[src/design/mult_defs.svh]
`ifndef MULT_DEFS_SVH
`define MULT_DEFS_SVH

// architectural register width
`define XLEN 32

// width of the full product carried through the stages
`define PROD_WIDTH 64

// pipeline depth, must divide PROD_WIDTH evenly
// each stage then handles PROD_WIDTH/MULT_STAGES multiplier bits
`define MULT_STAGES 4

// reorder buffer index
`define ROBN_WIDTH 5

// physical register number
`define PRN_WIDTH 6

`endif

[src/design/mult_pkg.sv]
`default_nettype none

`include "mult_defs.svh"

package mult_pkg;

    // one register value
    typedef logic [`XLEN-1:0] data_t;

    // tags that follow an operation to the bus
    typedef logic [`ROBN_WIDTH-1:0] robn_t;
    typedef logic [`PRN_WIDTH-1:0]  prn_t;

    // rv32m multiply flavours, encoded as funct3[1:0]
    typedef enum logic [1:0] {
        mul    = 2'b00,
        mulh   = 2'b01,
        mulhsu = 2'b10,
        mulhu  = 2'b11
    } mult_func_t;

    // what the issue slot hands over, 77 bits
    typedef struct packed {
        mult_func_t func;
        data_t      rs1;
        data_t      rs2;
        robn_t      robn;
        prn_t       dest_prn;
    } mult_issue_t;

    // what goes out on the common data bus, 43 bits
    typedef struct packed {
        robn_t robn;
        prn_t  dest_prn;
        data_t result;
    } mult_cdb_t;

    // carried beside the arithmetic through every stage
    typedef struct packed {
        mult_func_t func;
        robn_t      robn;
        prn_t       dest_prn;
    } mult_tag_t;

    typedef struct packed {
        data_t hi;
        data_t lo;
    } product_halves_t;

    // stages add on the whole word, result select picks a half
    typedef union packed {
        logic [`PROD_WIDTH-1:0] whole;
        product_halves_t        halves;
    } product_u;

endpackage

`default_nettype wire

[src/design/mult_stage.sv]
`timescale 1ns/1ps
`default_nettype none

`include "mult_defs.svh"

// one slice of the shift-and-add multiplier
module mult_stage (
    input  logic                 clock,
    input  logic                 reset,
    input  logic                 advance,
    input  logic                 start,
    input  mult_pkg::product_u   prev_sum,
    input  logic [63:0]          mplier,
    input  logic [63:0]          mcand,
    input  mult_pkg::mult_tag_t  tag,
    output mult_pkg::product_u   product_sum,
    output logic [63:0]          next_mplier,
    output logic [63:0]          next_mcand,
    output mult_pkg::mult_tag_t  next_tag,
    output logic                 done
);

    localparam int SLICE = `PROD_WIDTH / `MULT_STAGES;

    logic [63:0] partial_product;

    // low slice of the multiplier times the already shifted multiplicand
    assign partial_product = mplier[SLICE-1:0] * mcand;

    // datapath registers, no reset needed
    always_ff @(posedge clock) begin
        if (advance) begin
            product_sum.whole <= prev_sum.whole + partial_product;
            next_mplier       <= mplier >> SLICE;  // next slice moves to the bottom
            next_mcand        <= mcand << SLICE;   // weight for the next slice
            next_tag          <= tag;
        end
    end

    // valid bit for this stage
    // a stall keeps it as is so the operation is not lost
    always_ff @(posedge clock) begin
        if (reset) begin
            done <= 1'b0;
        end else if (advance) begin
            done <= start;
        end
    end

endmodule

`default_nettype wire

[src/design/mult.sv]
`timescale 1ns/1ps
`default_nettype none

`include "mult_defs.svh"

// pipelined 32x32 multiplier returning the low or high word
module mult (
    input  logic                   clock,
    input  logic                   reset,
    input  logic                   advance,
    input  logic                   start,
    input  mult_pkg::mult_issue_t  op,
    output logic                   done,
    output mult_pkg::mult_cdb_t    out
);

    localparam int STAGES = `MULT_STAGES;

    logic [63:0] mcand;
    logic [63:0] mplier;
    mult_pkg::mult_tag_t in_tag;

    // chain wires, index i feeds stage i, index STAGES is the last output
    mult_pkg::product_u  sum_chain    [0:STAGES];
    logic [63:0]         mplier_chain [0:STAGES];
    logic [63:0]         mcand_chain  [0:STAGES];
    mult_pkg::mult_tag_t tag_chain    [0:STAGES];
    logic                done_chain   [0:STAGES];

    mult_pkg::product_u  final_sum;
    mult_pkg::mult_tag_t final_tag;

    // rs1 is signed for all but mulhu
    always_comb begin
        case (op.func)
            mult_pkg::mul, mult_pkg::mulh, mult_pkg::mulhsu: begin
                mcand = {{32{op.rs1[31]}}, op.rs1};
            end
            default: begin
                mcand = {32'b0, op.rs1};
            end
        endcase
    end

    // rs2 is signed only for mul and mulh
    always_comb begin
        case (op.func)
            mult_pkg::mul, mult_pkg::mulh: begin
                mplier = {{32{op.rs2[31]}}, op.rs2};
            end
            default: begin
                mplier = {32'b0, op.rs2};
            end
        endcase
    end

    assign in_tag.func     = op.func;
    assign in_tag.robn     = op.robn;
    assign in_tag.dest_prn = op.dest_prn;

    // head of the chain
    assign sum_chain[0].whole = '0;  // running sum starts at zero
    assign mplier_chain[0]    = mplier;
    assign mcand_chain[0]     = mcand;
    assign tag_chain[0]       = in_tag;
    assign done_chain[0]      = start;

    for (genvar i = 0; i < STAGES; i++) begin : g_stage
        mult_stage stage (
            .clock       (clock),
            .reset       (reset),
            .advance     (advance),
            .start       (done_chain[i]),  // previous done is the next start
            .prev_sum    (sum_chain[i]),
            .mplier      (mplier_chain[i]),
            .mcand       (mcand_chain[i]),
            .tag         (tag_chain[i]),
            .product_sum (sum_chain[i+1]),
            .next_mplier (mplier_chain[i+1]),
            .next_mcand  (mcand_chain[i+1]),
            .next_tag    (tag_chain[i+1]),
            .done        (done_chain[i+1])
        );
    end

    assign final_sum = sum_chain[STAGES];
    assign final_tag = tag_chain[STAGES];

    assign done         = done_chain[STAGES];
    assign out.robn     = final_tag.robn;
    assign out.dest_prn = final_tag.dest_prn;
    assign out.result   = (final_tag.func == mult_pkg::mul) ? final_sum.halves.lo
                                                            : final_sum.halves.hi;

endmodule

`default_nettype wire

[src/design/mult_cdb_port.sv]
`timescale 1ns/1ps
`default_nettype none

// one-entry holding register between the multiplier and the cdb
// owns the pipeline stall decision
module mult_cdb_port (
    input  logic                 clock,
    input  logic                 reset,
    input  logic                 done,
    input  mult_pkg::mult_cdb_t  in,
    input  logic                 grant,
    output logic                 advance,
    output mult_pkg::mult_cdb_t  cdb,
    output logic                 cdb_valid
);

    logic load;
    logic drain;

    // room for a new result if empty, or the current one leaves now
    assign advance = !cdb_valid || grant;

    // a finished result moves in only while the pipe moves
    assign load = done && advance;

    // granted entry with nothing behind it
    assign drain = cdb_valid && grant && !load;

    always_ff @(posedge clock) begin
        if (reset) begin
            cdb_valid <= 1'b0;
        end else if (load) begin
            cdb_valid <= 1'b1;  // also covers grant plus refill
        end else if (drain) begin
            cdb_valid <= 1'b0;
        end
    end

    // payload, held while waiting for a grant
    always_ff @(posedge clock) begin
        if (load) begin
            cdb <= in;
        end
    end

endmodule

`default_nettype wire

[src/design/mult_fu.sv]
`timescale 1ns/1ps
`default_nettype none

// multiply functional unit: pipeline plus bus port
module mult_fu (
    input  logic                   clock,
    input  logic                   reset,
    input  mult_pkg::mult_issue_t  issue,
    input  logic                   issue_valid,
    output logic                   issue_ready,
    output mult_pkg::mult_cdb_t    cdb,
    output logic                   cdb_valid,
    input  logic                   cdb_grant
);

    logic                advance;    // whole pipe moves together
    logic                pipe_done;
    mult_pkg::mult_cdb_t pipe_out;

    mult pipe (
        .clock   (clock),
        .reset   (reset),
        .advance (advance),
        .start   (issue_valid),
        .op      (issue),
        .done    (pipe_done),
        .out     (pipe_out)
    );

    mult_cdb_port port (
        .clock     (clock),
        .reset     (reset),
        .done      (pipe_done),
        .in        (pipe_out),
        .grant     (cdb_grant),
        .advance   (advance),
        .cdb       (cdb),
        .cdb_valid (cdb_valid)
    );

    // an issue is taken exactly when the pipe advances
    assign issue_ready = advance;

endmodule

`default_nettype wire

[config.mk]
export PLATFORM = sky130hd
export DESIGN_NAME = mult_fu
export DESIGN_NICKNAME = d
export VERILOG_FILES = /design/src/design/mult_pkg.sv /design/src/design/mult_stage.sv /design/src/design/mult.sv /design/src/design/mult_cdb_port.sv /design/src/design/mult_fu.sv
export VERILOG_INCLUDE_DIRS = /design/src /design/src/design
export SDC_FILE = /design/constraint.sdc
export NUM_CORES = 2
export LEC_CHECK = 0
export BUFFER_PORTS_ARGS = -buffer_cell sky130_fd_sc_hd__buf_2
export CAP_MARGIN = 40
export CORE_ASPECT_RATIO = 2
export CORE_MARGIN = 3
export CORE_UTILIZATION = 40
export CTS_CLUSTER_SIZE = 25
export DETAILED_ROUTE_END_ITERATION = 6
export PLACE_DENSITY_LB_ADDON = 0.3
export SYNTH_ARGS = -nofsm -noshare
export SYNTH_HDL_FRONTEND = slang
export SYNTH_HIERARCHICAL = 1
export SYNTH_SLANG_ARGS = --single-unit
[constraint.sdc]
create_clock -name clock -period 20.3 [get_ports clock]
set_input_delay 4.06 -clock clock [delete_from_list [all_inputs] [get_ports clock]]
set_output_delay 4.06 -clock clock [all_outputs]
set_load 0.01 [all_outputs]
# Word-level counts from Yosys, hierarchy flattened
# Index checks and enable logic that the tools add are counted.
# word_totals
register_bits	471
out_inout_bits	45
wordCells	55
# op_classes
add_sub_neg	3
mul	4
n_eq_ne	2
muxes	4
reduce_logical	11
# ops
operator	count
$add 64x64->64	3
$mul 16x64->64	1
$mux 64	1
$mul 16x48->48	1
$mul 16x32->32	1
$mux 32	1
$mul 1x16->16	1
$logic_not 2->1	2
$logic_and 1x1->1	3
$reduce_or 3->1	1
$eq 2x1->1 const B	1
$eq 2x2->1 const B	1
$logic_not 1->1	2
$mux 1	2
$reduce_bool 2->1	1
$reduce_or 2->1	1
$logic_or 1x1->1	1

# Longest topological paths before layout
# logic_depth
ltp_word	7
ltp_mapped	26
ltp_nobuf	24

# Modules after synthesis
# Netlist, hierarchy kept.
# by_module_without_submodules
mod	n_inst	cells_each	area_per_inst_um2
mult_stage (pipe.g_stage[0].stage ...)	3	3671	34361.7
mult_stage (pipe.g_stage[3].stage)	1	3655	34321.7
mult_cdb_port	1	48	1346.3
mult	1	39	437.9

# Worst setup path after synthesis
# OpenSTA, ideal clock, no wires.
# synth_timing
path_kind	in2reg
from	input issue[74] in the netlist's numbering
to	register pipe/g_stage[0].stage/product_sum[63] in the netlist's numbering (data pin)
setup_time_ns	0.262
t_arrival_ns	18.451
required_ns	20.038
setup_slack_ns	1.586
stages	25
n_path_buf	1
cell_sequence	a21boi_0 -> nand2_1 -> fa_1 -> inv_1 -> fa_1 -> inv_1 -> fa_1 -> inv_1 -> fa_1 -> fa_1 -> inv_1 -> fa_1 -> inv_1 -> ha_1 -> clkbuf_1 -> a21o_1 -> a21oi_1 -> nor2_1 -> o21a_1 -> a221o_1 -> a31oi_4 -> o21bai_2 -> a311o_1 -> a311oi_2 -> xnor2_1
# synth_between
elab_chain_len	2
# synth_lines
element	line	rtl
from (decl)	mult_fu.sv:8	input mult_pkg::mult_issue_t issue,
$mux 64	mult.sv:35	case (op.func)
$mul 16x64->64	mult_stage.sv:28	assign partial_product = mplier[SLICE-1:0] * mcand;
to (decl)	mult_stage.sv:16	output mult_pkg::product_u product_sum,
# No other way between the ends.
# A chain may end at the register's enable or synchronous reset.

# Worst setup path after layout
# layout_timing
from	input issue[74] in the netlist's numbering
to	register pipe/g_stage[0].stage/product_sum[63] in the netlist's numbering (data pin)
# layout_between
elab_chain_len	2
# layout_lines
element	line	rtl
$mux 64	mult.sv:35	
named net pipe.mcand[32]	mult.sv:19	logic [63:0] mcand;
$mul 16x64->64	mult_stage.sv:28	
# The timed path passes the listed nets, and every way through them passes these cells.

==> summary.md <==
| Metric | Value |
|---|---|
| Via count | between 90000 and 100k |
| Die area | 0.343 mm^2 |
| Clock-pin slew on the worst setup and hold paths | 0.07 ns |
| CP max stage delay | between 0.7 and 0.8 ns |
| R2r endpoint | pipe/g_stage[1].stage/product_sum[62] |
| Largest net degree at the start of global routing | 262 |
| Hold Crit Depth | 0 |
| Hold Slack | 0.413 ns |
| Clk sinks | 596 |
| Met2 Resource Use GR | between 40% and 50% |
| R2r setup slk | 11.50 ns |
| Met1 GRT Util | 21.0% |
| Outcome | finished clean |
| Vias in the first global route | 108000 |
| Final Hold Fails | 0 |
| Fin area | ~0.14 mm^2 |
| Cts hold-fix bufs | 0 |
| Post-Syn Instances | 14500 |
| P&R area growth vs syn | 5.54% |
| Placed inst area | 0.140 mm^2 |
| Most common cell on crit path | fa_1 |
| Final antenna-violating net count | 0 |
| # setup viols final | 0 |
| Crit share post-route | 58.8% |
| Final GP Congestion | 0.938 |
| Rows | 300 |
| Worst reg2reg path startpoint | pipe/g_stage[0].stage/next_mplier[2] |
| Drt via density | 5.03 |
| # resized after CTS | 0 |
| Critical Setup Path Class | input pin to register |
| Filler Cell Count | approximately 33000 |
| Final Critical Period | 11.94 ns |
| Io pins | 126 |
| Max Root-Sink Buffers | 3 |
| # nets final | around 18000 |
| GR Overflow Total | 0 |
| Die width | 416 um |
| Initial Util | approximately 40% |
| Antenna violations before repair | 12 |
| Mean post-synth cell area | 9.24 um^2 |
| Max transition margin | 16.4% |
| Postcts setup bufs | 0 |
| Setup TNS Final | 0 ns |
| Number of CTS-inserted buffers | 60 |
| Hold path start | pipe/g_stage[1].stage/next_tag[8] |
| Final Util | a little over two fifths |
| CP Data Required Time | 20.79 ns |
| Reg2reg path depth | 24 |
| Top Usage Layer GRT | met2 |
| Htree depth | 2 |
| Starting DRT DRC Count | 4407 |
| Critical Path Start Type | input pin |
| Upper clock frequency limit | 83.7 MHz |
| CP Capture Type | register |
| Routed wire length | between 300000 and 400000 um |
| Yosys Warn Count | 6 |
| First-pass GRT wire length | between 600000 and 700000 um |
| Layout cells sized above 1 | 3.33% |
| CTS root buf | clkbuf_16 |
| DP Wirelength | 315000 um |
| Overall Global Routing Usage | 23.1% |
| Post-Syn Area | approximately 0.13 mm^2 |
| Crit Path Max Fanout | between 200 and 300 |
| Skew-Pair Late Insertion Delay | between 0.7 and 0.8 ns |
| Port-buffer cells | 125 |
| Core footprint | 0.334 mm^2 |
| Die Y-Extent | 825 um |
| Maxcap violations | 0 |
| Hold Path Class | register to register |
| GRT met3 Usage | 2.26% |
| Worst-path cell chain | buf_2 > a21boi_4 > buf_12 > buf_4 > buf_16 > nand2_1 > fa_1 > inv_1 > fa_1 > inv_1 > fa_1 > fa_1 > fa_1 > fa_1 > inv_1 > ha_1 > a21o_1 > a21o_1 > a21oi_1 > nor2b_1 > o21a_1 > a311o_1 > a311oi_2 > xnor2_1 |
| First-pass iteration count of the detailed router | 7 |
| CP arrival | 12.44 ns |
| Worst Skew | 0.0568 ns |
| RSZ-0062 raised after global routing | no |
| DRC Markers | 0 |
| Wirelength per Cell | 20.8 um |
| Worst-Margin Slew | 1.25 ns |
| Slowest CP cell | a21boi_4 |
| Hold EP | pipe/g_stage[2].stage/next_tag[8] |
| Max Slew Vio Count | 0 |
| CTS tree | built |
==> placed cells by master (no fill, tap or decap), drive strengths merged, types with 41 or more instances in the layout <==
cell	n
fa	3256
xor2	112
and2	1036
ha	400
nor2	142
nand4	50
conb	112
a21oi	253
inv	4187
nand2	2766
edfxtp	591
a31oi	41
clkbuf	67
xnor2	241
buf	289
nand3	47
a21o	101
o21ai	166
==> per-layer routing <==
layer | vias up | part of all wire, %
li1 | 40500 | -
met1 | 49100 | 31
met2 | 2962 | 57
met3 | 1496 | 3.9
met4 | 12 | 8.4
met5 | - | 0.018
==> state kept, by name, summed over array words and instances (netlist names) <==
name	flops
pipe/g_stage.stage/done	4
port/cdb	43
pipe/g_stage.stage/product_sum	256
port/cdb_valid	1
pipe/g_stage.stage/next_tag	52
pipe/g_stage.stage/next_mcand	144
pipe/g_stage.stage/next_mplier	96
==> critical path: cells and delay by family <==
kind | cells | cell delay, ns
adder cells (fa/ha/maj) | 7 | 3.58
AO/OA/AOI/OAI | 7 | 2.11
buffers and inverters | 7 | 1.88
AND/OR/NAND/NOR | 2 | 0.20
XOR/XNOR | 1 | 0.10
==> worst max path at each step <==
stage	cells past startpoint	start	to	slack [ns]
6_report	24	issue[74]	pipe/g_stage[0].stage/product_sum[63]	8.36
3_3_place_gp	23	issue[74]	pipe/g_stage[0].stage/product_sum[63]	7.67
4_1_cts	24	issue[74]	pipe/g_stage[0].stage/product_sum[63]	8.61
2_1_floorplan	25	issue[74]	pipe/g_stage[0].stage/product_sum[63]	1.59
3_5_place_dp	24	issue[74]	pipe/g_stage[0].stage/product_sum[63]	7.78
5_1_grt	24	issue[74]	pipe/g_stage[0].stage/product_sum[63]	8.09
==> stage by stage <==
step           setup slack, ns  std cells
4_1_cts                   8.61      18700
5_1_grt                   8.09      18700
6_report                  8.36      18700
3_3_place_gp              7.67      18500
2_1_floorplan             1.59      14600
3_5_place_dp              7.78      18600
==> area by class of cell <==
cell class              instances  area, um^2  share of cell area (%)
repair buffers                290        2450                    1.73
well taps                    4379        5480                    3.87
clock buffers                  66        1520                    1.08
clock inverters                47         549                   0.388
inverters                    4175       15700                    11.1
multi-input cells            9126       98200                    69.3
diodes                          5        12.5                 0.00883
flip-flops and latches        596       17800                    12.6
Power is left out: the tool's default activity adds up to more than one toggle a clock period on the data nets, which glitch-free logic cannot reach.
